--- src/design/ex_pkg.sv ---
`default_nettype none

package ex_pkg;

    // Data path and register file geometry
    parameter int XLEN      = 64;
    parameter int WORD_W    = 32;   // Width of the *W instruction forms
    parameter int REG_IDX_W = 5;
    parameter int NUM_REGS  = 32;
    parameter int SHAMT_W   = 6;

    typedef enum logic [3:0] {
        ADD   = 4'd0,
        SUB   = 4'd1,
        AND   = 4'd2,
        OR    = 4'd3,
        XOR   = 4'd4,
        SLT   = 4'd5,
        SLTU  = 4'd6,
        SLL   = 4'd7,
        SRL   = 4'd8,
        SRA   = 4'd9,
        LUI   = 4'd10,
        AUIPC = 4'd11
    } alu_op_e;

    // Operand source, one-hot or zero
    typedef enum logic [1:0] {
        SRC_RF     = 2'b00,
        SRC_EX2MEM = 2'b01,
        SRC_MEM2WB = 2'b10
    } src_sel_e;

endpackage

`default_nettype wire
--- src/design/ex_if.sv ---
`timescale 1ns/100ps
`default_nettype none

// Instruction held in the id2ex register
interface ex_uop_if import ex_pkg::*; ();
    logic                 valid;
    alu_op_e              alu_op;
    logic                 word;
    logic [REG_IDX_W-1:0] rs1_index;
    logic [REG_IDX_W-1:0] rs2_index;
    logic [REG_IDX_W-1:0] rd_index;
    logic                 rd_en;
    logic                 src_pc;   // Operand A from pc
    logic                 src_imm;  // Operand B from imm
    logic [XLEN-1:0]      imm;
    logic [XLEN-1:0]      pc;

    modport producer (output valid, alu_op, word, rs1_index, rs2_index, rd_index,
                      rd_en, src_pc, src_imm, imm, pc);
    modport consumer (input valid, alu_op, word, rs1_index, rs2_index, rd_index,
                      rd_en, src_pc, src_imm, imm, pc);
endinterface

// One result stage, used for ex2mem and mem2wb
interface ex_stage_if import ex_pkg::*; (input logic clk);
    logic                 valid;
    logic                 rd_en;
    logic [REG_IDX_W-1:0] rd_index;
    logic [XLEN-1:0]      data;

    modport producer (output valid, rd_en, rd_index, data);
    modport consumer (input clk, valid, rd_en, rd_index, data);
endinterface


`default_nettype wire

--- src/design/ex_result_pipe.sv ---
`timescale 1ns/100ps
`default_nettype none

module ex_result_pipe import ex_pkg::*; (
    input  wire logic            clk,
    input  wire logic            rst_i,
    ex_uop_if.consumer           uop,
    input  wire logic [XLEN-1:0] res_i,
    ex_stage_if.producer         ex2mem,
    ex_stage_if.producer         mem2wb
);

    always_ff @(posedge clk) begin
        if (rst_i) begin
            ex2mem.valid <= 1'b0;
            mem2wb.valid <= 1'b0;
        end else begin
            ex2mem.valid <= uop.valid;
            mem2wb.valid <= ex2mem.valid;
        end
    end

    always_ff @(posedge clk) begin
        // A write to x0 is dropped here, so it never forwards or retires
        ex2mem.rd_en    <= uop.rd_en && (uop.rd_index != '0);
        ex2mem.rd_index <= uop.rd_index;
        ex2mem.data     <= res_i;

        mem2wb.rd_en    <= ex2mem.rd_en;
        mem2wb.rd_index <= ex2mem.rd_index;
        mem2wb.data     <= ex2mem.data;
    end

endmodule

`default_nettype wire

--- src/flat_wrapper.sv ---
// flat-port wrapper written by rule: the top's interface ports become plain ports
module ex_result_pipe_flat import ex_pkg::*;
  (clk, rst_i, res_i, uop_valid, uop_alu_op, uop_word, uop_rs1_index, uop_rs2_index, uop_rd_index, uop_rd_en, uop_src_pc, uop_src_imm, uop_imm, uop_pc, ex2mem_valid, ex2mem_rd_en, ex2mem_rd_index, ex2mem_data, mem2wb_valid, mem2wb_rd_en, mem2wb_rd_index, mem2wb_data);
  ex_uop_if uop_i ();
  ex_stage_if ex2mem_i (.clk(clk));
  ex_stage_if mem2wb_i (.clk(clk));
  input  wire logic clk;
  input  wire logic rst_i;
  input  wire logic [XLEN-1:0] res_i;
  input wire logic [$bits(uop_i.valid)-1:0] uop_valid;
  input wire logic [$bits(uop_i.alu_op)-1:0] uop_alu_op;
  input wire logic [$bits(uop_i.word)-1:0] uop_word;
  input wire logic [$bits(uop_i.rs1_index)-1:0] uop_rs1_index;
  input wire logic [$bits(uop_i.rs2_index)-1:0] uop_rs2_index;
  input wire logic [$bits(uop_i.rd_index)-1:0] uop_rd_index;
  input wire logic [$bits(uop_i.rd_en)-1:0] uop_rd_en;
  input wire logic [$bits(uop_i.src_pc)-1:0] uop_src_pc;
  input wire logic [$bits(uop_i.src_imm)-1:0] uop_src_imm;
  input wire logic [$bits(uop_i.imm)-1:0] uop_imm;
  input wire logic [$bits(uop_i.pc)-1:0] uop_pc;
  output wire logic [$bits(ex2mem_i.valid)-1:0] ex2mem_valid;
  output wire logic [$bits(ex2mem_i.rd_en)-1:0] ex2mem_rd_en;
  output wire logic [$bits(ex2mem_i.rd_index)-1:0] ex2mem_rd_index;
  output wire logic [$bits(ex2mem_i.data)-1:0] ex2mem_data;
  output wire logic [$bits(mem2wb_i.valid)-1:0] mem2wb_valid;
  output wire logic [$bits(mem2wb_i.rd_en)-1:0] mem2wb_rd_en;
  output wire logic [$bits(mem2wb_i.rd_index)-1:0] mem2wb_rd_index;
  output wire logic [$bits(mem2wb_i.data)-1:0] mem2wb_data;
  assign uop_i.valid = uop_valid;
  assign uop_i.alu_op = uop_alu_op;
  assign uop_i.word = uop_word;
  assign uop_i.rs1_index = uop_rs1_index;
  assign uop_i.rs2_index = uop_rs2_index;
  assign uop_i.rd_index = uop_rd_index;
  assign uop_i.rd_en = uop_rd_en;
  assign uop_i.src_pc = uop_src_pc;
  assign uop_i.src_imm = uop_src_imm;
  assign uop_i.imm = uop_imm;
  assign uop_i.pc = uop_pc;
  assign ex2mem_valid = ex2mem_i.valid;
  assign ex2mem_rd_en = ex2mem_i.rd_en;
  assign ex2mem_rd_index = ex2mem_i.rd_index;
  assign ex2mem_data = ex2mem_i.data;
  assign mem2wb_valid = mem2wb_i.valid;
  assign mem2wb_rd_en = mem2wb_i.rd_en;
  assign mem2wb_rd_index = mem2wb_i.rd_index;
  assign mem2wb_data = mem2wb_i.data;
  ex_result_pipe u_core (.clk(clk), .rst_i(rst_i), .uop(uop_i), .res_i(res_i), .ex2mem(ex2mem_i), .mem2wb(mem2wb_i));
endmodule
--- config.mk ---
export PLATFORM = sky130hd
export DESIGN_NAME = ex_result_pipe_flat
export DESIGN_NICKNAME = d
export VERILOG_FILES = /design/src/design/ex_pkg.sv /design/src/design/ex_if.sv /design/src/design/ex_result_pipe.sv /design/src/flat_wrapper.sv
export SDC_FILE = /design/constraint.sdc
export NUM_CORES = 1
export LEC_CHECK = 0
export BUFFER_PORTS_ARGS = -buffer_cell sky130_fd_sc_hd__buf_2
export CAP_MARGIN = 20
export CORE_AREA = 2 2 141 143
export CTS_BUF_LIST = sky130_fd_sc_hd__clkbuf_4 sky130_fd_sc_hd__clkbuf_8 sky130_fd_sc_hd__clkbuf_16
export DETAILED_ROUTE_END_ITERATION = 16
export DIE_AREA = 0 0 143 145
export SYNTH_ARGS = -nofsm -noshare
export SYNTH_HDL_FRONTEND = slang
export SYNTH_SLANG_ARGS = --single-unit
--- constraint.sdc ---
create_clock -name clk -period 1.5 [get_ports clk]
set_clock_uncertainty 0.15 [all_clocks]
set_input_delay 0.225 -clock clk [delete_from_list [all_inputs] [get_ports clk]]
set_output_delay 0.225 -clock clk [all_outputs]
set_load 0.01 [all_outputs]
Yosys cells after proc, flatten, opt, wreduce, memory -nomap -nowiden

Cells that the tools add are included.

Register bits: 142
Input bits: 218
Logic and storage cells: 10

Reduce and logical (&&, ||, !) cells: 2

Operators with widths:

| operator           | number |
|---|---|
| nonzero test 5 bit | 1 |
| logical AND 1 bit  | 1 |

Longest topological paths before layout

Gate-level depths: netlist (run 1).

Depth after elaboration: 2
Mapped depth: 2
Depth with buffers taken out: 2

Least setup slack after synthesis (run 1)

Ideal clock, no wire load.

Path kind: input-to-reg
From: input port uop_rd_index[4]
To: register u_core.ex2mem.rd_en
Library setup time: 0.115 ns
Arrival time: 0.892 ns
Required time: 1.235 ns
Path slack: 0.343 ns
Stages on the path: 2
Path buffers: 0
Cells stage by stage: or4_1 -> o21a_1

Cells in the longest elaborated chain, start to end: 2

RTL lines:

| element            | line                 | source |
|---|---|---|
| from (decl)        | flat_wrapper.sv:15   | `input wire logic [$bits(uop_i.rd_index)-1:0] uop_rd_index;` |
| nonzero test 5 bit | ex_result_pipe.sv:25 | `ex2mem.rd_en <= uop.rd_en && (uop.rd_index != '0);` |
| logical AND 1 bit  | ex_result_pipe.sv:25 |  |
| to (decl)          | ex_if.sv:31          | `modport producer (output valid, rd_en, rd_index, data);` |

No other way between the ends.
A chain may end at the register's enable or synchronous reset.

Worst setup path after layout (run 1)

Same ends and word-level chain as after synthesis.

==> impl_metrics.py, run 1 <==
metrics = {
    "worst_setup_path": {
        "path_max_fanout": 2,
        "required_ns": 1.65,
        "worstPathCellList": "dlygate4sd3_1 -> buf_2 -> or4_1 -> o21a_1",
        "path_buf_inv": 2,
        "critPathMaxStageDelay_ns": 0.53,
        "cp.arrival_ns": 1.57,
        "path_class": "in2reg",
        "crit_slowest_cell": "dlygate4sd3_1",
        "ff2ff_setup_slack_ns": 0.83,
        "startpoint_type": "primary input",
        "path_delay_family": "buffers and inverters",
        "endpoint_kind": "flop",
    },
    "final_layout": {
        "drive_gt1_share_pct": 52.9,
        "fin_nets": 669,
        "syn_to_final_growth_pct": 95.7,
        "final_core_util_pct": 29.2,
    },
    "clock_tree": {
        "cts_root_buf": "clkbuf_16",
        "cts_tree": "built",
        "h-tree-depth": 4,
        "clk_transition_reported_paths_ns": 0.05,
        "clock_latency_ns": 0.41,
        "cts_sinks": 142,
        "ctsLongestPathBuffers": 2,
        "cts_resized": 0,
        "numCtsBuffers": 17,
    },
    "min_path": {
        "hold_class": "reg2reg",
    },
    "logic_synthesis": {
        "yosys_warnings": 0,
        "synth_nets": 364,
        "netlist_instances": 146,
        "synth_top_cell_by_area": "dfxtp_1",
        "ys_seq_area_share_pct": 99.0,
        "ys_ff_latch": 142,
        "syn_area_um2": 2870,
        "synth.top_cell.area_share_pct": 99.0,
        "yosys-top-cells-area": "dfxtp_1, nor2b_1, o21a_1",
        "syn_avg_cell_area_um2": 19.7,
        "ys_types": 4,
    },
    "sta": {
        "fin_tns_setup_ns": 0,
        "tightestPinTransition_ns": 0.181,
        "rsz0062_at_grt": "false",
        "slew_headroom_pct": 87.9,
        "max_freq_mhz": 702,
        "final_max_slew_viol_count": 0,
        "hold_violations": 0,
        "setup_violations": 0,
        "fin_crit_ns": 1.42,
        "fin_crit_sh_pct": 94.9,
    },
    "detailed_routing": {
        "first_pass_iters": 2,
        "avgRoutedWirePerCell_um": 11.7,
        "drc_errors": 0,
        "first_iter_violations": 21,
        "route.antenna.remaining_nets": 0,
        "routed_wl_um": 8510,
        "via_per_inst": 3.04,
        "vias": 2215,
    },
    "job": {
        "drv_cap": 0,
    },
    "floorplan": {
        "die_area_um2": 20700,
        "fp-row-count": 51,
        "start_util_pct": 14.9,
        "io_pins": 360,
        "dieWidth_um": 143,
        "die_y_um": 145,
        "coreArea_um2": 19200,
    },
    "place": {
        "port_buffers": 214,
        "gp_congestion": 0.656,
        "dp_hpwl_um": 6120,
    },
    "outcome": {
        "status": "finished clean",
    },
    "grt": {
        "grt_antenna_before_repair": 1,
        "grt_first_pass_wirelength_um": 12400,
        "track_usage_pct": 8.38,
        "grt-ovfl-total": 0,
        "grt_pass1_vias": 2315,
        "grt_max_degree": 17,
    },
    "power_and_ir_drop": {
        "cellPowerDensity_nw_per_um2": 1590,
        "leakage_nw": 2.66,
        "peakVddDrop_uv": 675,
    },
}
-- logic make-up after synthesis --
| group | Yosys count | share of synthesized area, % |
|---|---|---|
| flops | 142 | 99.0 |
| compound gates | 1 | 0.262 |
| simple gates | 3 | 0.697 |
-- stage by stage --
| step | power [W] | cells | instance area (um2) | setup slack [ns] | hold WS (ns) |
|---|---|---|---|---|---|
| 2_1_floorplan | 0.00423 | 146 | 2870 | 0.343 | 0.103 |
| 3_3_place_gp | 0.00454 | 625 | 4270 | 0.224 | 0.177 |
| 3_5_place_dp | 0.00455 | 625 | 4270 | 0.212 | 0.179 |
| 4_1_cts | 0.00909 | 728 | 5620 | 0.107 | 0.194 |
| 5_1_grt | 0.00933 | 728 | 5620 | 0.0563 | 0.200 |
| 6_report | 0.00892 | 729 | 5620 | 0.0758 | 0.193 |
-- synthesized netlist by cell type --
cell and number:
or4_1 1, dfxtp_1 142, nor2b_1 2, o21a_1 1
-- layout make-up --
| type | count | area [um2] |
|---|---|---|
| Multi-Input combinational cell | 4 | 27.5 |
| Clock buffer | 25 | 517 |
| Fill cell | 1937 | 13600 |
| Timing Repair Buffer | 286 | 1790 |
| Antenna cell | 1 | 2.50 |
| Tap cell | 265 | 332 |
| Clock inverter | 6 | 105 |
| Sequential cell | 142 | 2840 |
-- metal layers --
metal,track usage [%],vias up,part of all wire (%)
met3,4.62,13,9.3
met4,4.65,0,2.1
met1,7.96,995,37
li1,-,1075,-
met5,0,-,0
met2,14.2,132,51
-- state kept, by name (all words and copies together), names as in the netlist --
name	cells
u_core.ex2mem.data	64
u_core.mem2wb.data	64
u_core.ex2mem.rd_index	5
u_core.mem2wb.rd_index	5
u_core.ex2mem.rd_en	1
u_core.ex2mem.valid	1
u_core.mem2wb.rd_en	1
u_core.mem2wb.valid	1
-- path summary, 6_finish.rpt --
kind                                from                endpoint  cells after the start
hold / removal    u_core.ex2mem.data[16]  u_core.mem2wb.data[16]                      0
setup / recovery         uop_rd_index[4]     u_core.ex2mem.rd_en                      4
hold reg to reg   u_core.ex2mem.data[16]  u_core.mem2wb.data[16]                      0
setup reg to reg     u_core.ex2mem.valid     u_core.mem2wb.valid                      1
-- where the power goes --
group          switching [W]  total [W]  internal, W
clock                0.00144    0.00431      0.00287
combinational       0.000245   0.000565     0.000320
sequential         0.0000668    0.00405      0.00398
-- layout by cell type (no fill, tap or decap), drive strengths merged --
| cell type | instances |
|---|---|
| o21a | 1 |
| dlygate4sd3 | 72 |
| nor2b | 2 |
| bufinv | 3 |
| or4 | 1 |
| clkinv | 3 |
| dfxtp | 142 |
| buf | 214 |
| diode | 1 |
| clkbuf | 25 |
-- what timing repair did --
item                                    in CTS  in global routing
endpoints found under the hold margin       72                  0
hold buffers                                72                  0
endpoints found under the setup margin       0                  0
buffers inserted                             0                  0
No activity file was read; power rests on OpenSTA's default activity.
==> inputs of run 2 (changes only) <==
- PLACE_DENSITY_LB_ADDON: default -> 0.3
==> impl_metrics.py, run 2 (synthesis results as in run 1) <==
metrics = {
    "floorplan": {
        "io_pins": 360,
        "fp-row-count": 51,
        "coreArea_um2": 19200,
        "die_area_um2": 20700,
        "die_y_um": 145,
        "dieWidth_um": 143,
        "start_util_pct": 14.9,
    },
    "sta": {
        "max_freq_mhz": 690,
        "slew_headroom_pct": 88.0,
        "finalWorstSetupSlack_ns": 0.0501,
        "fin_tns_setup_ns": 0,
        "fin_crit_ns": 1.45,
        "fin_crit_sh_pct": 96.7,
        "final_max_slew_viol_count": 0,
        "hold_violations": 0,
        "tightestPinTransition_ns": 0.180,
        "rsz0062_at_grt": "false",
        "setup_violations": 0,
    },
    "place": {
        "pre_cts_ws_ns": 0.212,
        "dp_hpwl_um": 5510,
        "port_buffers": 214,
        "gp_congestion": 0.682,
        "dp_cells": 625,
    },
    "clock_tree": {
        "h-tree-depth": 4,
        "numCtsBuffers": 17,
        "clk_transition_reported_paths_ns": 0.06,
        "cts_sinks": 142,
        "cts_tree": "built",
        "cts_root_buf": "clkbuf_16",
        "cts_resized": 0,
        "ctsLongestPathBuffers": 2,
        "clock_latency_ns": 0.40,
    },
    "detailed_routing": {
        "via_per_inst": 3.07,
        "avgRoutedWirePerCell_um": 11.1,
        "route.antenna.remaining_nets": 0,
        "drc_errors": 0,
        "routed_wl_um": 8050,
        "first_iter_violations": 59,
        "first_pass_iters": 3,
        "vias": 2236,
    },
    "job": {
        "drv_cap": 0,
    },
    "final_layout": {
        "fin_nets": 669,
        "syn_to_final_growth_pct": 94.8,
        "final_common_cell": "buf_2",
        "n_antenna_cell": 0,
        "nFillCells": 1966,
        "reg.largest.list": "u_core.ex2mem.data (64), u_core.mem2wb.data (64)",
        "final_cells": 728,
        "seqCellArea_um2": 2840,
        "multi_input_area_um2": 27.5,
        "drive_gt1_share_pct": 52.9,
        "layout_common_cells": "buf_2, dfxtp_1, dlygate4sd3_1, clkbuf_16, clkbuf_8",
    },
    "grt": {
        "grt_antenna_before_repair": 0,
        "grt_max_degree": 17,
        "track_usage_pct": 7.89,
        "grt_pass1_vias": 2425,
        "grt_first_pass_wirelength_um": 12200,
        "grt-ovfl-total": 0,
    },
    "outcome": {
        "status": "finished clean",
    },
    "min_path": {
        "hold_class": "reg2reg",
    },
    "power_and_ir_drop": {
        "leakage_nw": 2.64,
        "p_total_w": 0.00879,
        "peakVddDrop_uv": 677,
        "cellPowerDensity_nw_per_um2": 1570,
    },
    "worst_setup_path": {
        "path_max_fanout": 2,
        "cp.arrival_ns": 1.60,
        "path_class": "in2reg",
        "required_ns": 1.65,
        "startpoint_type": "primary input",
        "endpoint_kind": "flop",
    },
}
-- run 2: cell type report --
class                      instances  share of cell area, %
sequential                       142                   50.8
timing repair buffer             286                   32.0
clock buffer                      22                   8.73
tap                              265                   5.93
clock inverter                     9                   1.97
multi-input combinational          4                  0.492
-- run 2: where the power goes --
group	switching, W	leakage [nW]	total (W)	internal (W)
logic	0.000238	1.15	0.000559	0.000320
registers	0.0000671	1.20	0.00405	0.00398
clock network	0.00156	0.288	0.00419	0.00263
total	0.00186	2.64	0.00879	0.00693
-- run 2: metal layers --
metal	global-route usage [%]	vias to the layer above	part of all wire [%]
li1	-	1069	-
met1	7.99	1013	39
met2	12.6	140	48
met3	3.99	14	10
met4	5.35	0	2.8
met5	0	-	0
-- run 2: worst paths after layout --
| check | endpoint | slack, ns | cells after the start | startpoint |
|---|---|---|---|---|
| hold reg to reg | u_core.mem2wb.data[48] | 0.19 | 0 | u_core.ex2mem.data[48] |
| setup reg to reg | u_core.mem2wb.valid | 0.83 | 1 | u_core.ex2mem.valid |
| hold / removal | u_core.mem2wb.data[48] | 0.19 | 0 | u_core.ex2mem.data[48] |
| setup / recovery | u_core.ex2mem.rd_en | 0.05 | 4 | uop_rd_index[4] |
-- run 2: critical path, stage by stage --
cell and delay [ns]:
dlygate4sd3_1 0.54, buf_2 0.13, or4_1 0.52, o21a_1 0.19
-- run 2: stage by stage --
stage               hold WS [ns]  util, %  cell area, um2
finish                     0.192     29.1            5590
global route               0.201     29.1            5590
CTS                        0.194     29.1            5590
detailed placement         0.179     22.2            4270
global placement           0.177     22.2            4270
floorplan                  0.103        -            2870
-- run 2: repair_timing --
| action | 4_1_cts | 5_1_grt |
|---|---|---|
| buffers inserted | 0 | 0 |
| hold endpoints to repair | 72 | 0 |
| hold buffers | 72 | 0 |
