===== config.mk =====
export PLATFORM = sky130hd
export DESIGN_NAME = ex_operand_mux_flat
export DESIGN_NICKNAME = d
export VERILOG_FILES = /design/src/design/ex_pkg.sv /design/src/design/ex_if.sv /design/src/design/ex_operand_mux.sv /design/src/flat_wrapper.sv
export SDC_FILE = /design/constraint.sdc
export NUM_CORES = 1
export LEC_CHECK = 0
export BUFFER_PORTS_ARGS = -buffer_cell sky130_fd_sc_hd__buf_2
export CAP_MARGIN = 30
export CORE_AREA = 5 5 212 214
export DETAILED_ROUTE_END_ITERATION = 7
export DIE_AREA = 0 0 217 219
export REMOVE_ABC_BUFFERS = 1
export SYNTH_ARGS = -nofsm -noshare
export SYNTH_HDL_FRONTEND = slang
export SYNTH_SLANG_ARGS = --single-unit

===== constraint.sdc =====
create_clock -name vclk -period 1.52
set_input_delay 0.152 -clock vclk [all_inputs]
set_output_delay 0.152 -clock vclk [all_outputs]
set_load 0.005 [all_outputs]

===== src/design/ex_pkg.sv =====
`default_nettype none

package ex_pkg;

    // Data path and register file geometry
    parameter int XLEN      = 64;
    parameter int WORD_W    = 32;   // Width of the *W instruction forms
    parameter int REG_IDX_W = 5;
    parameter int NUM_REGS  = 32;
    parameter int SHAMT_W   = 6;

    typedef enum logic [3:0] {
        ADD   = 4'd0,
        SUB   = 4'd1,
        AND   = 4'd2,
        OR    = 4'd3,
        XOR   = 4'd4,
        SLT   = 4'd5,
        SLTU  = 4'd6,
        SLL   = 4'd7,
        SRL   = 4'd8,
        SRA   = 4'd9,
        LUI   = 4'd10,
        AUIPC = 4'd11
    } alu_op_e;

    // Operand source, one-hot or zero
    typedef enum logic [1:0] {
        SRC_RF     = 2'b00,
        SRC_EX2MEM = 2'b01,
        SRC_MEM2WB = 2'b10
    } src_sel_e;

endpackage

`default_nettype wire

===== src/design/ex_if.sv =====
`timescale 1ns/100ps
`default_nettype none

// Instruction held in the id2ex register
interface ex_uop_if import ex_pkg::*; ();
    logic                 valid;
    alu_op_e              alu_op;
    logic                 word;
    logic [REG_IDX_W-1:0] rs1_index;
    logic [REG_IDX_W-1:0] rs2_index;
    logic [REG_IDX_W-1:0] rd_index;
    logic                 rd_en;
    logic                 src_pc;   // Operand A from pc
    logic                 src_imm;  // Operand B from imm
    logic [XLEN-1:0]      imm;
    logic [XLEN-1:0]      pc;

    modport producer (output valid, alu_op, word, rs1_index, rs2_index, rd_index,
                      rd_en, src_pc, src_imm, imm, pc);
    modport consumer (input valid, alu_op, word, rs1_index, rs2_index, rd_index,
                      rd_en, src_pc, src_imm, imm, pc);
endinterface

// One result stage, used for ex2mem and mem2wb
interface ex_stage_if import ex_pkg::*; (input logic clk);
    logic                 valid;
    logic                 rd_en;
    logic [REG_IDX_W-1:0] rd_index;
    logic [XLEN-1:0]      data;

    modport producer (output valid, rd_en, rd_index, data);
    modport consumer (input clk, valid, rd_en, rd_index, data);
endinterface

interface ex_fwd_if import ex_pkg::*; ();
    src_sel_e rs1_sel;
    src_sel_e rs2_sel;

    modport producer (output rs1_sel, rs2_sel);
    modport consumer (input rs1_sel, rs2_sel);
endinterface

`default_nettype wire


===== src/design/ex_operand_mux.sv =====
`timescale 1ns/100ps
`default_nettype none

module ex_operand_mux import ex_pkg::*; (
    ex_uop_if.consumer       uop,
    ex_fwd_if.consumer       fwd,
    ex_stage_if.consumer     ex2mem,
    ex_stage_if.consumer     mem2wb,
    input  wire logic [XLEN-1:0] rs1_data_i,
    input  wire logic [XLEN-1:0] rs2_data_i,
    output logic [XLEN-1:0]  op_a_o,
    output logic [XLEN-1:0]  op_b_o
);

    logic [XLEN-1:0] rs1_val;
    logic [XLEN-1:0] rs2_val;

    function automatic logic [XLEN-1:0] fwd_value(input src_sel_e sel,
                                                  input logic [XLEN-1:0] rf_val);
        logic [XLEN-1:0] val;
        case (sel)
            SRC_EX2MEM: val = ex2mem.data;
            SRC_MEM2WB: val = mem2wb.data;
            default:    val = rf_val;
        endcase
        return val;
    endfunction

    always_comb begin
        rs1_val = fwd_value(fwd.rs1_sel, rs1_data_i);
        rs2_val = fwd_value(fwd.rs2_sel, rs2_data_i);

        op_a_o = uop.src_pc ? uop.pc : rs1_val;
        op_b_o = uop.src_imm ? uop.imm : rs2_val;
    end

endmodule

`default_nettype wire


===== src/flat_wrapper.sv =====
// flat-port wrapper written by rule: the top's interface ports become plain ports
module ex_operand_mux_flat import ex_pkg::*;
  (rs1_data_i, rs2_data_i, op_a_o, op_b_o, uop_valid, uop_alu_op, uop_word, uop_rs1_index, uop_rs2_index, uop_rd_index, uop_rd_en, uop_src_pc, uop_src_imm, uop_imm, uop_pc, fwd_rs1_sel, fwd_rs2_sel, clk, ex2mem_valid, ex2mem_rd_en, ex2mem_rd_index, ex2mem_data, mem2wb_valid, mem2wb_rd_en, mem2wb_rd_index, mem2wb_data);
  ex_uop_if uop_i ();
  ex_fwd_if fwd_i ();
  ex_stage_if ex2mem_i (.clk(clk));
  ex_stage_if mem2wb_i (.clk(clk));
  input  wire logic [XLEN-1:0] rs1_data_i;
  input  wire logic [XLEN-1:0] rs2_data_i;
  output logic [XLEN-1:0] op_a_o;
  output logic [XLEN-1:0] op_b_o;
  input wire logic [$bits(uop_i.valid)-1:0] uop_valid;
  input wire logic [$bits(uop_i.alu_op)-1:0] uop_alu_op;
  input wire logic [$bits(uop_i.word)-1:0] uop_word;
  input wire logic [$bits(uop_i.rs1_index)-1:0] uop_rs1_index;
  input wire logic [$bits(uop_i.rs2_index)-1:0] uop_rs2_index;
  input wire logic [$bits(uop_i.rd_index)-1:0] uop_rd_index;
  input wire logic [$bits(uop_i.rd_en)-1:0] uop_rd_en;
  input wire logic [$bits(uop_i.src_pc)-1:0] uop_src_pc;
  input wire logic [$bits(uop_i.src_imm)-1:0] uop_src_imm;
  input wire logic [$bits(uop_i.imm)-1:0] uop_imm;
  input wire logic [$bits(uop_i.pc)-1:0] uop_pc;
  input wire logic [$bits(fwd_i.rs1_sel)-1:0] fwd_rs1_sel;
  input wire logic [$bits(fwd_i.rs2_sel)-1:0] fwd_rs2_sel;
  input wire logic clk;
  input wire logic [$bits(ex2mem_i.valid)-1:0] ex2mem_valid;
  input wire logic [$bits(ex2mem_i.rd_en)-1:0] ex2mem_rd_en;
  input wire logic [$bits(ex2mem_i.rd_index)-1:0] ex2mem_rd_index;
  input wire logic [$bits(ex2mem_i.data)-1:0] ex2mem_data;
  input wire logic [$bits(mem2wb_i.valid)-1:0] mem2wb_valid;
  input wire logic [$bits(mem2wb_i.rd_en)-1:0] mem2wb_rd_en;
  input wire logic [$bits(mem2wb_i.rd_index)-1:0] mem2wb_rd_index;
  input wire logic [$bits(mem2wb_i.data)-1:0] mem2wb_data;
  assign uop_i.valid = uop_valid;
  assign uop_i.alu_op = uop_alu_op;
  assign uop_i.word = uop_word;
  assign uop_i.rs1_index = uop_rs1_index;
  assign uop_i.rs2_index = uop_rs2_index;
  assign uop_i.rd_index = uop_rd_index;
  assign uop_i.rd_en = uop_rd_en;
  assign uop_i.src_pc = uop_src_pc;
  assign uop_i.src_imm = uop_src_imm;
  assign uop_i.imm = uop_imm;
  assign uop_i.pc = uop_pc;
  assign fwd_i.rs1_sel = fwd_rs1_sel;
  assign fwd_i.rs2_sel = fwd_rs2_sel;
  assign ex2mem_i.valid = ex2mem_valid;
  assign ex2mem_i.rd_en = ex2mem_rd_en;
  assign ex2mem_i.rd_index = ex2mem_rd_index;
  assign ex2mem_i.data = ex2mem_data;
  assign mem2wb_i.valid = mem2wb_valid;
  assign mem2wb_i.rd_en = mem2wb_rd_en;
  assign mem2wb_i.rd_index = mem2wb_rd_index;
  assign mem2wb_i.data = mem2wb_data;
  ex_operand_mux u_core (.uop(uop_i), .fwd(fwd_i), .ex2mem(ex2mem_i), .mem2wb(mem2wb_i), .rs1_data_i(rs1_data_i), .rs2_data_i(rs2_data_i), .op_a_o(op_a_o), .op_b_o(op_b_o));
endmodule

## Yosys cells after proc, flatten, opt, wreduce, memory -nomap -nowiden

Cells that the tools add are included.

- Register bits after elaboration: 0
- Bits of input ports: 427
- Output and inout bits: 128
- Logic and storage cells: 8

- Equal/unequal tests: 4
- Muxes and demuxes: 4

Operators by type and width:

| cell | count |
|---|---|
| $pmux 64 s2 | 2 |
| $mux 64 | 2 |
| $eq 2x1->1 const B | 2 |
| $eq 2x2->1 const B | 2 |

## Depth between registers and ports, before layout

Gate-level depths: netlist (run 1).

- Word-level depth: 3
- Depth in mapped cells: 7
- Gate-level depth less buffers: 4

## Least setup slack after synthesis (run 1)

OpenSTA, ideal clock, no wires.

- Path type: input to output
- Start: input fwd_rs1_sel[0]
- End: output op_a_o[52]
- Arrival: 1.171 ns
- Data required time: 1.368 ns
- Path slack: 0.197 ns
- Stages: 7
- Path buffers: 3
- Cells stage by stage: inv_1 -> ha_1 -> buf_6 -> buf_8 -> buf_6 -> a221oi_1 -> o31ai_1

- Cells in the longest elaborated chain, start to end: 3
- Elaborated cells between the ends (all ways): 4
- Classes of those cells: eq/ne (2); mux (2)

RTL lines:

| element | RTL line | text |
|---|---|---|
| start, declared | flat_wrapper.sv:23 | `input wire logic [$bits(fwd_i.rs1_sel)-1:0] fwd_rs1_sel;` |
| $eq 2x2->1 / $eq 2x1->1 (equally long branches) | ex_operand_mux.sv:21 | `case (sel)` |
| $pmux 64 s2 * | ex_operand_mux.sv:21 |  |
| $mux 64 * | ex_operand_mux.sv:33 | `op_a_o = uop.src_pc ? uop.pc : rs1_val;` |
| end, declared | flat_wrapper.sv:10 | `output logic [XLEN-1:0] op_a_o;` |

Every way passes the cells marked *; elsewhere a longest branch is shown, timed or not.

## Final worst setup path (run 1)

- Start: input fwd_rs2_sel[0]
- End: output op_b_o[46]

- Cells in the longest elaborated chain, start to end: 3
- Elaborated cells between the ends (all ways): 4
- Classes of those cells: eq/ne (2); mux (2)

RTL lines:

| element | RTL line | text |
|---|---|---|
| start, declared | flat_wrapper.sv:24 | `input wire logic [$bits(fwd_i.rs2_sel)-1:0] fwd_rs2_sel;` |
| $eq 2x2->1 / $eq 2x1->1 (equally long branches) | ex_operand_mux.sv:21 |  |
| $pmux 64 s2 * | ex_operand_mux.sv:21 |  |
| $mux 64 * | ex_operand_mux.sv:34 | `op_b_o = uop.src_imm ? uop.imm : rs2_val;` |
| end, declared | flat_wrapper.sv:11 | `output logic [XLEN-1:0] op_b_o;` |

Marked as above.

==> qor.csv, run 1 <==
stage,metric,value,unit
final_layout,seq_cell_count,0,
synth,synth_area_leaders,"a221oi_1 (28%), o31ai_1 (24%), nor2b_1 (20%)",
sta,rsz0062_at_grt,yes,
sta,worst_slew_pin_slew,336,ps
die,fp-row-count,76,
grt,use_met3,1.93,%
drt,avgViaCountPerCell,4.54,
pwr,vdd_ir_drop_max,147,uV
hold_path,hold_depth,4,
grt,grt_pass1_wl,43600,um
synth,synth.top_cell.area_share,28.2,%
placement,place_ws,-175,ps
setup_path,critical_path_peak_fanout,13,
drt,drtIter0Drc,371,
synth,synth_area_per_cell,6.45,um2
outcome,violations,setup timing,
grt,track_usage,11.4,%
pwr,powerDensity,392,mW/mm2
final_layout,layout.nets,1581,
die,initial_utilization,9.15,%
hold_path,hp-start,uop_pc[13],
drt,ant_nets,0,
placement,dp_hpwl,23100,um
outcome,status,"finished, violations left",
die,dieHeight,219,um
drt,drtPass1Iterations,5,
setup_path,end_kind,output pin,
run,drv_cap,0,
grt,grt-ovfl-total,0,
placement,gp_congestion,0.951,
drt,wirelength,32400,um
die,coreArea,0.0427,mm2
sta,finalWorstSetupSlack,-82.6,ps
pwr,p_leak,4.34,nW
die,die_w,217,um
hold_path,worstHoldPathType,in -> out,
synth,yosysTopAreaCell,a221oi_1,
sta,tns,-809,ps
synth,synth-seq-area-share,0,%
drt,wl_per_cell,19.1,um
synth,yosys_warnings,0,
grt,use_met1,12.6,%
setup_path,critPathLaunchType,input port,
grt,use_met2,21.0,%
die,die-area,0.0475,mm2
sta,finalSetupViolCount,28,
setup_path,crit_required,1370,ps
setup_path,cp_data_arrival_time,1450,ps
sta,final_hold_viol_count,0,
drt,drc,0,
final_layout,area_delta_synth_final,137,%
grt,busiest_layer,met2,
sta,maxSlewHeadroom,77.6,%
sta,period_needed,1600,ps
grt,grt_pass1_vias,7913,
setup_path,crit_type,in -> out,
grt,grt_antenna_before_repair,3,
sta,fmax,624,MHz
synth,syn_area,0.00391,mm2
die,io_pins,555,
hold_path,hold_end,op_a_o[13],
placement,portBuffers,518,
grt,grt_max_degree,58,
final_layout,drive_gt1_share,66.2,%
drt,num_vias,7698,
final_layout,seq_area,0,um2
final_layout,clkbuf_count,0,
sta,period_share,105,%
synth,yosysUniqueCellTypes,16,
synth,syn_inst,606,
sta,final-max-slew-violation-count,0,
-- metal layers --
layer	routed length [um]	vias up
li1	-	3484
met1	11500	3558
met2	16200	557
met3	2770	99
met4	1880	0
met5	0	-
-- logic make-up (layout without fill, tap and decap cells) --
logic type / Yosys count / in the layout / synth area share [%]
compound gates: 256 / 256 / 53.8
simple gates: 256 / 256 / 32.8
buf+inv: 90 / 632 / 12.0
fa+ha+maj: 4 / 4 / 1.28
other cells: 0 / 1 / 0
-- power breakdown --
group	leakage, nW	total [mW]	switching [mW]	internal, mW
Clock	0.00000634	0.000000102	0	0.000000102
Sequential	0	0	0	0
Combinational	4.34	3.63	1.73	1.90
-- metrics by stage --
step	cells	power [mW]	instance area (um2)	hold slack, ps	utilization [%]
floorplan	522	1.06	3460	358	-
global placement	1667	2.64	7620	573	17.8
detailed placement	1667	2.66	7620	575	17.8
CTS	1682	3.16	8400	576	19.7
global route	1695	3.89	9260	593	21.7
finish	1695	3.63	9260	576	21.7
-- worst max-delay path, cell delays in order --
cell and delay [ps]:
buf_8 80, inv_4 30, ha_4 340, buf_16 190
buf_12 130, a221oi_2 30, o31ai_2 280, buf_2 180
-- final cells by class --
cell class | instances | area, um2
tap | 546 | 683
inverter | 6 | 27.5
fill | 4680 | 33400
multi-input combinational | 516 | 4390
timing repair buffer | 626 | 4160
antenna | 1 | 2.50
-- placed cells by master (no fill, tap or decap), drive strengths merged --
cell type and n:
nor3b 2, ha 4, a221oi 128, o31ai 126, nand2 128, clkbuf 4, nor2b 126, diode 1
a211oi 2, buf 622, inv 6
-- synthesized netlist by cell type, drive strengths merged --
library cell / n
nor2b: 126
buf: 50
inv: 6
clkbuf: 34
a211oi: 2
o31ai: 126
nand2: 128
nor3b: 2
a221oi: 128
ha: 4
-- timing repair --
item | 4_1_cts | 5_1_grt
hold buffers | 0 | 0
buffers inserted | 8 | 5
gates cloned | 8 | 7
setup endpoints to repair | 108 | 116
pin swaps | 24 | 50
gates resized for setup | 100 | 118
-- worst max-delay path by stage --
stage | start | end | slack [ps] | cells after the start
after floorplan | fwd_rs1_sel[0] | op_a_o[62] | -1040 | 4
after global placement | fwd_rs2_sel[0] | op_b_o[47] | -180 | 8
after detailed placement | fwd_rs2_sel[0] | op_b_o[59] | -170 | 8
after CTS | fwd_rs2_sel[1] | op_b_o[47] | -100 | 7
after global routing | fwd_rs2_sel[0] | op_b_o[62] | -130 | 8
final | fwd_rs2_sel[0] | op_b_o[46] | -80 | 8
(Power assumes the default switching activity.)
==> run 2: changes to the inputs <==
--- a/config.mk
+++ b/config.mk
@@ -10,6 +10,7 @@
 export CORE_AREA = 5 5 212 214
 export DETAILED_ROUTE_END_ITERATION = 7
 export DIE_AREA = 0 0 217 219
+export PLACE_DENSITY = 0.32
 export REMOVE_ABC_BUFFERS = 1
 export SYNTH_ARGS = -nofsm -noshare
 export SYNTH_HDL_FRONTEND = slang
==> run 2 against run 1 <==
Against the previous run:
- the flow still finishes with violations (setup timing)
- routed wire length increased by 9.4%
- largest cell class unchanged
- largest power group unchanged
- die area unchanged
- via count decreased by 2.5%
- first-iteration DRC count decreased by 5.9%
- flip-flop and latch count unchanged
- combinational power increased by 2%
- clock-buffer cell count unchanged
- utilization increased by 0.34 points
- global-route usage increased by 1.4 points
- critical endpoint is now op_b_o[40]
==> qor.csv, run 2 (synthesis results as in run 1) <==
stage,metric,value,unit,change
placement,portBuffers,518,,unchanged
grt,grt_antenna_before_repair,2,,was 3
grt,grt_max_degree,52,,was 58
die,die-area,0.0475,mm2,unchanged
sta,final-max-slew-violation-count,0,,unchanged
setup_path,critical_path_peak_fanout,10,,was 13
die,die_w,217,um,unchanged
setup_path,critical_path.cell_chain,"buf_8, inv_4, ha_4, buf_4, buf_16, nor2b_1, buf_4, o31ai_1, buf_2",,"was buf_8, inv_4, ha_4, buf_16, buf_12, a221oi_2, o31ai_2, buf_2"
sta,period_share,108,%,was 105%
die,initial_utilization,9.15,%,unchanged
setup_path,cp_data_arrival_time,1490,ps,was 1450 ps
final_layout,layout.nets,1588,,was 1581
setup_path,cpMostUsedCell,buf_4,,
final_layout,clkbuf_count,0,,unchanged
drt,drtPass1Iterations,5,,unchanged
sta,period_needed,1640,ps,was 1600 ps
drt,drtIter0Drc,349,,was 371
drt,wirelength,35400,um,was 32400 um
die,dieHeight,219,um,unchanged
hold_path,worstHoldPathType,in -> out,,unchanged
outcome,violations,setup timing,,unchanged
final_layout,seq_area,0,um2,unchanged
drt,avgViaCountPerCell,4.41,,was 4.54
setup_path,end_kind,output pin,,unchanged
sta,fmax,608,MHz,was 624 MHz
final_layout,seq_cell_count,0,,unchanged
pwr,powerDensity,393,mW/mm2,was 392 mW/mm2
sta,rsz0062_at_grt,yes,,unchanged
setup_path,slowest_delay,290,ps,was 340 ps
run,drv_cap,0,,unchanged
die,fp-row-count,76,,unchanged
grt,track_usage,12.8,%,was 11.4%
final_layout,layout_commonest_cell,buf_2,,unchanged
setup_path,critPathTopFamily,buffers and inverters,,unchanged
drt,ant_nets,0,,unchanged
final_layout,final_util,22.0,%,was 21.7%
grt,grt_pass1_wl,48000,um,was 43600 um
sta,worst_slew_pin_slew,414,ps,was 336 ps
setup_path,critPathBufInv,6,,was 5
clock_network,hold_buffers,0,,unchanged
setup_path,crit_required,1370,ps,about the same
placement,gp_congestion,0.847,,was 0.951
placement,dp_hpwl,26700,um,was 23100 um
drt,num_vias,7508,,was 7698
pwr,vdd_ir_drop_max,140,uV,was 147 uV
placement,placed_area,0.00770,mm2,was 0.00762 mm2
final_layout,final_cell_mix,"buf_2 (510), nand2_1 (128), o31ai_1 (99), nor2b_1 (93), a221oi_2 (59)",,"was buf_2 (510), nand2_1 (128), nor2b_1 (104), o31ai_1 (100), a221oi_2 (66)"
setup_path,slowest_stage,ha_4,,unchanged
die,io_pins,555,,unchanged
grt,grt-ovfl-total,0,,unchanged
setup_path,crit_type,in -> out,,unchanged
final_layout,drive_gt1_share,66.8,%,was 66.2%
outcome,status,"finished, violations left",,unchanged
grt,grt_pass1_vias,7859,,was 7913
sta,finalSetupViolCount,97,,was 28
setup_path,critPathLaunchType,input port,,unchanged
sta,final_hold_viol_count,0,,unchanged
drt,drc,0,,unchanged
sta,finalWorstSetupSlack,-124,ps,was -82.6 ps
placement,dp.cells,1667,,unchanged
final_layout,final_cells,1703,,was 1695
die,coreArea,0.0427,mm2,unchanged
final_layout,fin_area,0.00940,mm2,was 0.00926 mm2
sta,maxSlewHeadroom,72.4,%,was 77.6%
final_layout,area_delta_synth_final,141,%,was 137%
pwr,p_leak,4.44,nW,was 4.34 nW
drt,wl_per_cell,20.8,um,was 19.1 um
-- run 2: final timing paths --
| check | startpoint | endpoint | slack [ps] | depth (start not counted) |
|---|---|---|---|---|
| max | fwd_rs2_sel[0] | op_b_o[40] | -120 | 9 |
| min | uop_pc[59] | op_a_o[59] | 580 | 4 |
-- run 2: power by group --
part / switching (mW) / leakage, nW / internal [mW]
Clock: 0 / 0.0000127 / 0.000000218
Sequential: 0 / 0 / 0
Combinational: 1.75 / 4.44 / 1.95
-- run 2: final cells by class --
| cell class | count | area (um2) |
|---|---|---|
| tap | 546 | 683 |
| fill | 4843 | 33300 |
| inverter | 6 | 30.0 |
| multi-input combinational | 516 | 4440 |
| antenna | 2 | 5.00 |
| timing repair buffer | 633 | 4250 |
-- run 2: per-stage QoR --
step	hold WS, ps	worst slack, ps	total power [mW]	TNS [ps]
finish	575	-124	3.70	-3330
global route	590	-161	3.97	-9880
CTS	577	-127	3.33	-3940
detailed placement	574	-300	2.82	-11090
global placement	574	-318	2.85	-11820
floorplan	358	-1040	1.06	-131520
-- run 2: repair_timing --
item	in CTS	in global routing
pin swaps	42	60
setup buffers	12	9
gates resized for setup	107	115
hold endpoints to repair	0	0
endpoints found under the setup margin	119	119
gates cloned	10	7
-- run 2: metal layers --
layer  wire, um  part of all wire [%]  GRT usage, %  vias up
met1      13800                    39          14.7     3544
met4       1120                   3.2          3.29        0
li1           -                     -             -     3503
met5          0                     0             0        -
met3       2690                   7.6          2.76       51
met2      17800                    50          24.1      410
