### config.mk
export PLATFORM = sky130hd
export DESIGN_NAME = ex_issue_reg_flat
export DESIGN_NICKNAME = d
export VERILOG_FILES = /design/src/design/ex_pkg.sv /design/src/design/ex_if.sv /design/src/design/ex_issue_reg.sv /design/src/flat_wrapper.sv
export SDC_FILE = /design/constraint.sdc
export NUM_CORES = 1
export LEC_CHECK = 0
export BUFFER_PORTS_ARGS = -buffer_cell sky130_fd_sc_hd__clkbuf_2
export CAP_MARGIN = 5
export CORE_AREA = 2 2 97 169
export CTS_BUF_LIST = sky130_fd_sc_hd__clkbuf_4 sky130_fd_sc_hd__clkbuf_8
export DETAILED_ROUTE_END_ITERATION = 16
export DIE_AREA = 0 0 99 171
export PLACE_DENSITY = 0.68
export SETUP_SLACK_MARGIN = 0.1
export SYNTH_ARGS = -nofsm -noshare
export SYNTH_HDL_FRONTEND = slang
export SYNTH_SLANG_ARGS = --single-unit
### constraint.sdc
create_clock -name clk -period 0.8 [get_ports clk]
set_clock_uncertainty 0.05 [all_clocks]
set_input_delay 0.24 -clock clk [delete_from_list [all_inputs] [get_ports clk]]
set_output_delay 0.24 -clock clk [all_outputs]
set_load 0.005 [all_outputs]
### src/design/ex_pkg.sv
`default_nettype none

package ex_pkg;

    // Data path and register file geometry
    parameter int XLEN      = 64;
    parameter int WORD_W    = 32;   // Width of the *W instruction forms
    parameter int REG_IDX_W = 5;
    parameter int NUM_REGS  = 32;
    parameter int SHAMT_W   = 6;

    typedef enum logic [3:0] {
        ADD   = 4'd0,
        SUB   = 4'd1,
        AND   = 4'd2,
        OR    = 4'd3,
        XOR   = 4'd4,
        SLT   = 4'd5,
        SLTU  = 4'd6,
        SLL   = 4'd7,
        SRL   = 4'd8,
        SRA   = 4'd9,
        LUI   = 4'd10,
        AUIPC = 4'd11
    } alu_op_e;

    // Operand source, one-hot or zero
    typedef enum logic [1:0] {
        SRC_RF     = 2'b00,
        SRC_EX2MEM = 2'b01,
        SRC_MEM2WB = 2'b10
    } src_sel_e;

endpackage

`default_nettype wire
### src/design/ex_if.sv
`timescale 1ns/100ps
`default_nettype none

// Instruction held in the id2ex register
interface ex_uop_if import ex_pkg::*; ();
    logic                 valid;
    alu_op_e              alu_op;
    logic                 word;
    logic [REG_IDX_W-1:0] rs1_index;
    logic [REG_IDX_W-1:0] rs2_index;
    logic [REG_IDX_W-1:0] rd_index;
    logic                 rd_en;
    logic                 src_pc;   // Operand A from pc
    logic                 src_imm;  // Operand B from imm
    logic [XLEN-1:0]      imm;
    logic [XLEN-1:0]      pc;

    modport producer (output valid, alu_op, word, rs1_index, rs2_index, rd_index,
                      rd_en, src_pc, src_imm, imm, pc);
    modport consumer (input valid, alu_op, word, rs1_index, rs2_index, rd_index,
                      rd_en, src_pc, src_imm, imm, pc);
endinterface


`default_nettype wire

### src/design/ex_issue_reg.sv
`timescale 1ns/100ps
`default_nettype none

module ex_issue_reg import ex_pkg::*; (
    input  wire logic                 clk,
    input  wire logic                 rst_i,
    input  wire logic                 issue_valid_i,
    input  wire alu_op_e              alu_op_i,
    input  wire logic                 word_i,
    input  wire logic [REG_IDX_W-1:0] rs1_index_i,
    input  wire logic [REG_IDX_W-1:0] rs2_index_i,
    input  wire logic [REG_IDX_W-1:0] rd_index_i,
    input  wire logic                 rd_en_i,
    input  wire logic                 src_pc_i,
    input  wire logic                 src_imm_i,
    input  wire logic [XLEN-1:0]      imm_i,
    input  wire logic [XLEN-1:0]      pc_i,
    ex_uop_if.producer                uop
);

    always_ff @(posedge clk) begin
        if (rst_i) begin
            uop.valid <= 1'b0;
        end else begin
            uop.valid <= issue_valid_i;
        end
    end

    // Payload only moves on an issue
    always_ff @(posedge clk) begin
        if (issue_valid_i) begin
            uop.alu_op    <= alu_op_i;
            uop.word      <= word_i;
            uop.rs1_index <= rs1_index_i;
            uop.rs2_index <= rs2_index_i;
            uop.rd_index  <= rd_index_i;
            uop.rd_en     <= rd_en_i;
            uop.src_pc    <= src_pc_i;
            uop.src_imm   <= src_imm_i;
            uop.imm       <= imm_i;
            uop.pc        <= pc_i;
        end
    end

    a_legal_op: assert property (@(posedge clk) disable iff (rst_i)
        uop.valid |-> uop.alu_op inside {[ADD:AUIPC]})
        else $error("Illegal ALU opcode in id2ex");

endmodule

`default_nettype wire

### src/flat_wrapper.sv
// flat-port wrapper written by rule: the top's interface ports become plain ports
module ex_issue_reg_flat import ex_pkg::*;
  (clk, rst_i, issue_valid_i, alu_op_i, word_i, rs1_index_i, rs2_index_i, rd_index_i, rd_en_i, src_pc_i, src_imm_i, imm_i, pc_i, uop_valid, uop_alu_op, uop_word, uop_rs1_index, uop_rs2_index, uop_rd_index, uop_rd_en, uop_src_pc, uop_src_imm, uop_imm, uop_pc);
  ex_uop_if uop_i ();
  input  wire logic clk;
  input  wire logic rst_i;
  input  wire logic issue_valid_i;
  input  wire alu_op_e alu_op_i;
  input  wire logic word_i;
  input  wire logic [REG_IDX_W-1:0] rs1_index_i;
  input  wire logic [REG_IDX_W-1:0] rs2_index_i;
  input  wire logic [REG_IDX_W-1:0] rd_index_i;
  input  wire logic rd_en_i;
  input  wire logic src_pc_i;
  input  wire logic src_imm_i;
  input  wire logic [XLEN-1:0] imm_i;
  input  wire logic [XLEN-1:0] pc_i;
  output wire logic [$bits(uop_i.valid)-1:0] uop_valid;
  output wire logic [$bits(uop_i.alu_op)-1:0] uop_alu_op;
  output wire logic [$bits(uop_i.word)-1:0] uop_word;
  output wire logic [$bits(uop_i.rs1_index)-1:0] uop_rs1_index;
  output wire logic [$bits(uop_i.rs2_index)-1:0] uop_rs2_index;
  output wire logic [$bits(uop_i.rd_index)-1:0] uop_rd_index;
  output wire logic [$bits(uop_i.rd_en)-1:0] uop_rd_en;
  output wire logic [$bits(uop_i.src_pc)-1:0] uop_src_pc;
  output wire logic [$bits(uop_i.src_imm)-1:0] uop_src_imm;
  output wire logic [$bits(uop_i.imm)-1:0] uop_imm;
  output wire logic [$bits(uop_i.pc)-1:0] uop_pc;
  assign uop_valid = uop_i.valid;
  assign uop_alu_op = uop_i.alu_op;
  assign uop_word = uop_i.word;
  assign uop_rs1_index = uop_i.rs1_index;
  assign uop_rs2_index = uop_i.rs2_index;
  assign uop_rd_index = uop_i.rd_index;
  assign uop_rd_en = uop_i.rd_en;
  assign uop_src_pc = uop_i.src_pc;
  assign uop_src_imm = uop_i.src_imm;
  assign uop_imm = uop_i.imm;
  assign uop_pc = uop_i.pc;
  ex_issue_reg u_core (.clk(clk), .rst_i(rst_i), .issue_valid_i(issue_valid_i), .alu_op_i(alu_op_i), .word_i(word_i), .rs1_index_i(rs1_index_i), .rs2_index_i(rs2_index_i), .rd_index_i(rd_index_i), .rd_en_i(rd_en_i), .src_pc_i(src_pc_i), .src_imm_i(src_imm_i), .imm_i(imm_i), .pc_i(pc_i), .uop(uop_i));
endmodule
# After elaboration in Yosys (flattened, before gate mapping)
# Index checks and enable logic that the tools add are counted.
[totals]
regBits = 152
input_bits = 154
out_inout_bits = 152
elab_cells = 11

# Logic depth before layout (Yosys ltp)
# Gate-level depths: netlist of the first run.
[logic_depth]
word_depth = 0
mapped_depth = 1
mapped_depth_nobuf = 1

# Worst setup path after synthesis of the first run
# OpenSTA, ideal clock, no wires.
[synth_timing]
path_kind = "flip-flop to output port"
start = "reg u_core.uop.alu_op[0]"
end = "out uop_alu_op[0]"
arrival_time_ns = 0.355
required_ns = 0.510
path_slack_ns = 0.155
stages_incl_launch_ff = 1
path_buffers = 0
path_cell_list = "edfxtp_1"
[synth_rtl]
columns = ["item", "line_no", "source"]
rows = [
  ["start: declaration", "ex_if.sv:18", "modport producer (output valid, alu_op, word, rs1_index, rs2_index, rd_index,"],
  ["start signal: assignment", "ex_issue_reg.sv:32", "uop.alu_op <= alu_op_i;"],
  ["end: declaration", "flat_wrapper.sv:19", "output wire logic [$bits(uop_i.alu_op)-1:0] uop_alu_op;"],
]
# No word-level cell between the ends.

# Worst setup path after layout of the first run
[layout_timing]
start = "reg u_core.uop.imm[44] in the netlist's numbering"
end = "out uop_imm[44]"
[layout_rtl]
columns = ["item", "line_no", "source"]
rows = [
  ["start: declaration", "ex_if.sv:19", "rd_en, src_pc, src_imm, imm, pc);"],
  ["start signal: assignment", "ex_issue_reg.sv:40", "uop.imm <= imm_i;"],
  ["end: declaration", "flat_wrapper.sv:27", "output wire logic [$bits(uop_i.imm)-1:0] uop_imm;"],
]
# No word-level cell between the ends.

==> flow_summary.ini, run 1 <==
[synth]
syn-cell-area_um2 = 4570
yosysTopAreaCell = edfxtp_1
synth_edf_count = 151
synth_cells = 153
ys_seq_area_share_pct = 99.7
synth_nets = 307
yosysMostFrequentCell = edfxtp_1
synth_flop_cell = edfxtp_1
yosysUniqueCellTypes = 3
yosys-top-cells-area = edfxtp_1 99%, dfxtp_1 0.44%, nor2b_4 0.30%
yosys-top-cells-count = 151 x edfxtp_1, 1 x dfxtp_1, 1 x nor2b_4
yosysWarningCount = 0
syn_area_per_cell_um2 = 29.9
synth_top_area_share_pct = 99.3
synth_async_sr_flop_share_pct = 0
ys_ff_latch = 152

[worst_setup_path]
required_ns = 0.51
path_class = reg2out
worst-path-buf-inv = 1
slowest_stage = edfxtp_1
crit_path_end_kind = output port
cp.arrival_ns = 0.97
start_kind = flop
crit_chain = clkbuf_2
cpPeakStageDelay_ns = 0.41
cpLargestDelayFamily = flip-flops
critPathMaxFanout = 1

[power]
switching_share_pct = 20.5
p_int_mw = 13.3
power_leakage_nw = 3.27
p_switching_mw = 3.44
vdd_drop_max_uv = 1300
p_per_area_nw_per_um2 = 2280
p_seq_share_pct = 57.4
clkPwrFrac_pct = 33.6
p_comb_share_pct = 9.0

[place]
port_buffers = 305
dp_slack_ns = -0.281
dpl.hpwl_um = 9390
gp_congestion = 0.776
dp.cells = 657

[timing]
finalCritPeriodShare_pct = 157
slew_headroom_pct = 76.3
worst_pin_slew_ns = 0.356
hold_slack_ns = -0.0601
rsz0062_at_grt = yes
setup_ws_ns = -0.456
clock.fmax_mhz = 796
setup_viol = 152
min_period_ns = 1.26
final_hold_viol_count = 101
slew_violations = 0

[run_status]
failed_checks = hold timing, setup timing
status = finished with violations

[global_routing]
grt_use_total_pct = 13.8
grt_pass1_vias = 3142
overflow = 0
grt_pass1_wl_um = 17000
antenna_found_initial = 6
grt_max_degree = 65

[cts]
postCtsSetupBuffers = 0
tritoncts = built
cts_buffers = 17
clockBufferDepth = 2
clk_pin_slew_ns = 0.08
clockRootBuffer = clkbuf_8
cts.sink_count = 152
htree_levels = 4

[cells_and_area]
utilization_pct = 47.1
nNetsFinal = 691
areaGrowthSynthToFinish_pct = 61.2
drive_gt1_share_pct = 62.7
stdcell_count = 737

[drt]
wl_per_cell_um = 16.8
via_count = 3024
postRouteAntennaNets = 0
drc_errors = 0
viasPerCell = 4.10
routed_wl_um = 12400
initialDrtViolationCount = 125
first_pass_iters = 4

[die]
die_w_um = 99
die_h_um = 171
rows = 61
start_util_pct = 29.2
core_um2 = 15600
ioPinCount = 306
dieArea_um2 = 16900

[min_path]
hold_path_class = in2reg

[job]
cap_violations = 0
==> sequential cells by signal (all words and copies together), names as in the netlist, 4 cells and up <==
name and cells:
u_core.uop.alu_op 4, u_core.uop.rs1_index 5, u_core.uop.pc 64, u_core.uop.imm 64, u_core.uop.rs2_index 5, u_core.uop.rd_index 5
==> per-layer routing <==
layer  vias to the layer above  GRT usage [%]  part of all wire (%)  routed length [um]
li1                       1390              -                     -                   -
met4                        10           7.44                   3.2                 393
met1                      1437           13.9                    34                4160
met3                        33           7.07                   9.1                1130
met2                       154           23.0                    54                6670
met5                         -              0                  0.44                  55
==> placed cells by master (no fill, tap or decap), drive strengths merged <==
master and instances:
buf 13, bufinv 3, clkbuf 320, clkinv 6, clkinvlp 1, dfxtp 1, diode 1, dlygate4sd3 46
dlymetal6s4s 4, edfxtp 151, inv 1, nor2b 1
==> metrics by stage <==
| stage | setup TNS, ns | power, mW | area, um2 |
|---|---|---|---|
| global route | -71.29 | 17.4 | 7360 |
| detailed placement | -33.83 | 11.2 | 6470 |
| CTS | -67.42 | 16.9 | 7130 |
| global placement | -31.54 | 11.1 | 6470 |
| finish | -60.96 | 16.8 | 7360 |
| floorplan | 0 | 9.88 | 4570 |
==> layout make-up <==
type / instances / area, um2
multi-input combinational: 1 / 13.8
timing repair buffer: 365 / 2180
antenna: 1 / 2.50
fill: 1335 / 8280
clock buffer: 18 / 241
sequential: 152 / 4560
tap: 189 / 236
clock inverter: 11 / 133
==> what timing repair did <==
action                                 CTS  global route
endpoints found under the hold margin  152           137
hold buffers                            28            35
resized for setup                        0             7
setup endpoints to repair              152           169
cloned                                   0             0
pin swaps                                0             0
==> power groups by stage <==
stage | Sequential [mW] | Clock, mW | Combinational, mW
2_1_floorplan | 9.88 | 0 | 0.00442
3_3_place_gp | 9.79 | 0 | 1.31
3_5_place_dp | 9.81 | 0 | 1.34
4_1_cts | 9.64 | 5.79 | 1.45
5_1_grt | 9.70 | 6.10 | 1.65
6_report | 9.63 | 5.63 | 1.52
==> final timing paths <==
check | start | endpoint | slack, ns | cells past startpoint
max | u_core.uop.imm[44] | uop_imm[44] | -0.46 | 1
min | imm_i[62] | u_core.uop.imm[62] | -0.06 | 1
==> logic make-up (layout without fill, tap and decap cells) <==
kind of cell,count (synthesis),after routing,synth area share [%]
flip-flops,152,152,99.7
other,0,1,0
AND/OR/NAND/NOR,1,1,0.301
buffers and inverters,0,394,0
No activity file was read; power rests on OpenSTA's default activity.
==> inputs of run 2 (changes only) <==
--- a/config.mk
+++ b/config.mk
@@ -11,7 +11,6 @@
 export CTS_BUF_LIST = sky130_fd_sc_hd__clkbuf_4 sky130_fd_sc_hd__clkbuf_8
 export DETAILED_ROUTE_END_ITERATION = 16
 export DIE_AREA = 0 0 99 171
-export PLACE_DENSITY = 0.68
 export SETUP_SLACK_MARGIN = 0.1
 export SYNTH_ARGS = -nofsm -noshare
 export SYNTH_HDL_FRONTEND = slang
==> flow_summary.ini, run 2 (same netlist as run 1, synthesis figures left out) <==
[min_path]
min_path_cells = 1
hold_path_class = in2reg

[worst_setup_path]
cpPeakStageDelay_ns = 0.41
slowest_stage = edfxtp_1
cp.arrival_ns = 0.97
crit_cells = 1
path_class = reg2out
crit_chain = clkbuf_2
cpLargestDelayFamily = flip-flops
required_ns = 0.51
start_kind = flop
worst-path-buf-inv = 1
crit_path_end_kind = output port
critPathMaxFanout = 1

[cells_and_area]
stdcell_count = 816
final_common_cell = clkbuf_2
layout_common_cells = 300 x clkbuf_2, 151 x edfxtp_1, 109 x dlygate4sd3_1
drive_gt1_share_pct = 55.0
nNetsFinal = 767
largest_registers = u_core.uop.imm (64), u_core.uop.pc (64)
utilization_pct = 52.3
areaGrowthSynthToFinish_pct = 79.1

[place]
dp.cells = 653
dpl.hpwl_um = 9280
dp_slack_ns = -0.279
port_buffers = 305
gp_congestion = 0.800

[global_routing]
grt_pass1_vias = 3300
grt_pass1_wl_um = 18200
grtUsageMet1_pct = 16.2
grt_max_degree = 57
antenna_found_initial = 1
grt_use_met3_pct = 4.94
grt_use_total_pct = 14.7
use_met2_pct = 25.4
grt_busiest_layer = met2
overflow = 0

[timing]
worst_pin_slew_ns = 0.308
rsz0062_at_grt = yes
finalCritPeriodShare_pct = 158
slew_headroom_pct = 79.5
min_period_ns = 1.26
setup_viol = 153
final_hold_viol_count = 22
clock.fmax_mhz = 792
slew_violations = 0
hold_slack_ns = -0.0542
setup_ws_ns = -0.463

[cts]
clockBufferDepth = 2
cts.sink_count = 152
postCtsSetupBuffers = 0
htree_levels = 4
tritoncts = built
clockRootBuffer = clkbuf_8
cts_buffers = 17
clk_pin_slew_ns = 0.09

[die]
rows = 61
start_util_pct = 29.2
die_w_um = 99
dieArea_um2 = 16900
core_um2 = 15600
die_h_um = 171
ioPinCount = 306

[power]
p_comb_share_pct = 10.5
p_switching_mw = 3.84
p_seq_share_pct = 54.7
power_leakage_nw = 3.73
p_int_mw = 13.7
p_per_area_nw_per_um2 = 2150
clkPwrFrac_pct = 34.8
vdd_drop_max_uv = 1250
switching_share_pct = 21.8
total_power_mw = 17.6

[drt]
first_pass_iters = 4
via_count = 3348
initialDrtViolationCount = 142
viasPerCell = 4.10
drc_errors = 0
wl_per_cell_um = 16.5
routed_wl_um = 13500
postRouteAntennaNets = 0

[run_status]
failed_checks = hold timing, setup timing
status = finished with violations

[job]
cap_violations = 0
run 2: changes by cell type in the layout (fill, tap and decap cells not counted), moves of 2 or more:
cell | previous run | this run
dlygate4sd3_1 | 46 | 109
dlymetal6s4s_1 | 4 | 21
clkinvlp_4 | 1 | 5
buf_12 | 5 | 2
clkinv_2 | 3 | 0
buf_2 | 2 | 4
clkbuf_2 | 302 | 300
clkinv_1 | 3 | 1
inv_6 | 1 | 3
run 2: routing by layer:
metal	wire, um	share of wire [%]
met4	346	2.6
met1	4650	34
met5	0	0
met2	7630	56
met3	876	6.5
run 2: through the flow:
step	area [um2]	setup TNS, ns
finish	8180	-61.97
global route	8180	-73.84
CTS	7640	-68.59
detailed placement	6410	-37.05
global placement	6410	-33.85
floorplan	4570	0
run 2: path summary, 6_finish.rpt:
kind                          start                 to  slack, ns
setup / recovery  u_core.uop.pc[47]         uop_pc[47]      -0.46
hold / removal             pc_i[48]  u_core.uop.pc[48]      -0.05
run 2: area by class of cell:
| cell class | instances | area [um2] |
|---|---|---|
| Antenna cell | 1 | 2.50 |
| Sequential cell | 152 | 4560 |
| Tap cell | 189 | 236 |
| Clock inverter | 13 | 169 |
| Clock buffer | 19 | 249 |
| Timing Repair Buffer | 441 | 2960 |
| Fill cell | 1306 | 7460 |
| Multi-Input combinational cell | 1 | 13.8 |
run 2: power by group through the flow:
| stage | logic, mW | clock network (mW) | registers (mW) |
|---|---|---|---|
| global placement | 1.29 | 0 | 9.78 |
| floorplan | 0.00442 | 0 | 9.88 |
| CTS | 1.63 | 6.31 | 9.63 |
| finish | 1.84 | 6.12 | 9.63 |
| global route | 1.98 | 6.66 | 9.69 |
| detailed placement | 1.31 | 0 | 9.81 |
run 2: what timing repair did:
| action | 4_1_cts | 5_1_grt |
|---|---|---|
| hold buffers | 81 | 55 |
| hold endpoints to repair | 152 | 77 |
| gates resized for setup | 0 | 26 |
| endpoints found under the setup margin | 152 | 179 |
==> inputs of run 3 (changes only) <==
==> constraint.sdc (replaced) <==
create_clock -name clk -period 0.8 [get_ports clk]
set_clock_uncertainty 0.05 [all_clocks]
set_input_delay 0.24 -clock clk [delete_from_list [all_inputs] [get_ports clk]]
set_output_delay 0.24 -clock clk [all_outputs]
set_load 0.05 [all_outputs]
==> flow_summary.ini, run 3 (same netlist as run 1, synthesis figures left out) <==
[drt]
first_pass_iters = 4
initialDrtViolationCount = 109
routed_wl_um = 15700
via_count = 3407
wl_per_cell_um = 19.3
viasPerCell = 4.18
drc_errors = 0
postRouteAntennaNets = 0

[cells_and_area]
layout_common_cells = 151 x edfxtp_1, 149 x clkbuf_2, 111 x clkbuf_8
areaGrowthSynthToFinish_pct = 113
final_design_area_no_fill_um2 = 9740
nNetsFinal = 769
drive_gt1_share_pct = 55.0
final_common_cell = edfxtp_1
utilization_pct = 62.2
num_antenna_cells = 0
largest_registers = u_core.uop.imm (64), u_core.uop.pc (64)

[place]
port_buffers = 305
dpl.hpwl_um = 9460
gp_congestion = 0.779
place_area_um2 = 6460

[timing]
hold_slack_ns = -0.0758
rsz0062_at_grt = yes
slew_violations = 0
worst_pin_slew_ns = 0.201
finalCritPeriodShare_pct = 170
final_hold_viol_count = 24
clock.fmax_mhz = 737
setup_viol = 152
slew_headroom_pct = 86.6
fin_setup_tns_ns = -77.57
setup_ws_ns = -0.556
min_period_ns = 1.36

[min_path]
min_path_cells = 1
min-delay-start = imm_i[63]
holdPathEnd = u_core.uop.imm[63]
hold_path_class = in2reg

[worst_setup_path]
crit_chain = buf_8
worst-path-buf-inv = 1
slowest_stage = edfxtp_1
start_kind = flop
cpPeakStageDelay_ns = 0.44
cp.arrival_ns = 1.07
required_ns = 0.51
critPathMaxFanout = 1
cpLargestDelayFamily = flip-flops
path_class = reg2out
crit_path_end_kind = output port

[global_routing]
grt_pass1_wl_um = 21100
grt_pass1_vias = 3862
grt_use_total_pct = 17.1
grt_max_degree = 39
overflow = 0
antenna_found_initial = 0

[cts]
cts.sink_count = 152
clockBufferDepth = 2
htree_levels = 4
tritoncts = built
clk_pin_slew_ns = 0.08
cts_buffers = 17
clockRootBuffer = clkbuf_8

[die]
rows = 61
start_util_pct = 29.2
ioPinCount = 306
dieArea_um2 = 16900
die_h_um = 171
die_w_um = 99
core_um2 = 15600

[power]
total_power_mw = 21.4
vdd_drop_max_uv = 1440
p_per_area_nw_per_um2 = 2200
power_leakage_nw = 4.65

[run_status]
status = finished with violations
failed_checks = hold timing, setup timing

[job]
cap_violations = 0
-- run 3: per-layer routing --
layer / global-route usage (%) / vias up / part of all wire (%)
li1: - / 1546 / -
met4: 9.59 / 0 / 3.9
met2: 31.0 / 166 / 58
met5: 0 / - / 0
met1: 16.8 / 1656 / 33
met3: 5.76 / 39 / 5.6
-- run 3: stage by stage --
step                worst slack [ns]  std cells
floorplan                    -0.0906        153
global placement              -0.261        657
detailed placement            -0.279        657
CTS                           -0.565        812
global route                  -0.615        816
finish                        -0.556        816
-- run 3: cell type report --
cell class	instances	area (um2)
flip-flops and latches	152	4560
clock inverters	11	179
repair buffers	443	4490
well taps	189	236
clock buffers	20	256
fillers	1022	5910
multi-input cells	1	13.8
-- run 3: repair_timing --
item	in CTS	in global routing
endpoints found under the hold margin	152	37
endpoints found under the setup margin	152	229
hold buffers	124	13
setup buffers	0	0
gates resized for setup	302	128
-- run 3: how the worst max path moves through the flow --
stage | end | cells after the start | startpoint
floorplan | uop_alu_op[0] | 0 | u_core.uop.alu_op[0]
global placement | u_core.uop.imm[34] | 2 | issue_valid_i
detailed placement | u_core.uop.imm[37] | 2 | issue_valid_i
CTS | uop_imm[31] | 1 | u_core.uop.imm[31]
global route | uop_alu_op[1] | 1 | u_core.uop.alu_op[1]
finish | uop_pc[10] | 1 | u_core.uop.pc[10]
-- run 3: power breakdown --
part	internal [mW]	switching (mW)	leakage [nW]
registers	9.47	0.347	1.49
logic	2.18	2.87	2.95
clock network	3.76	2.76	0.219
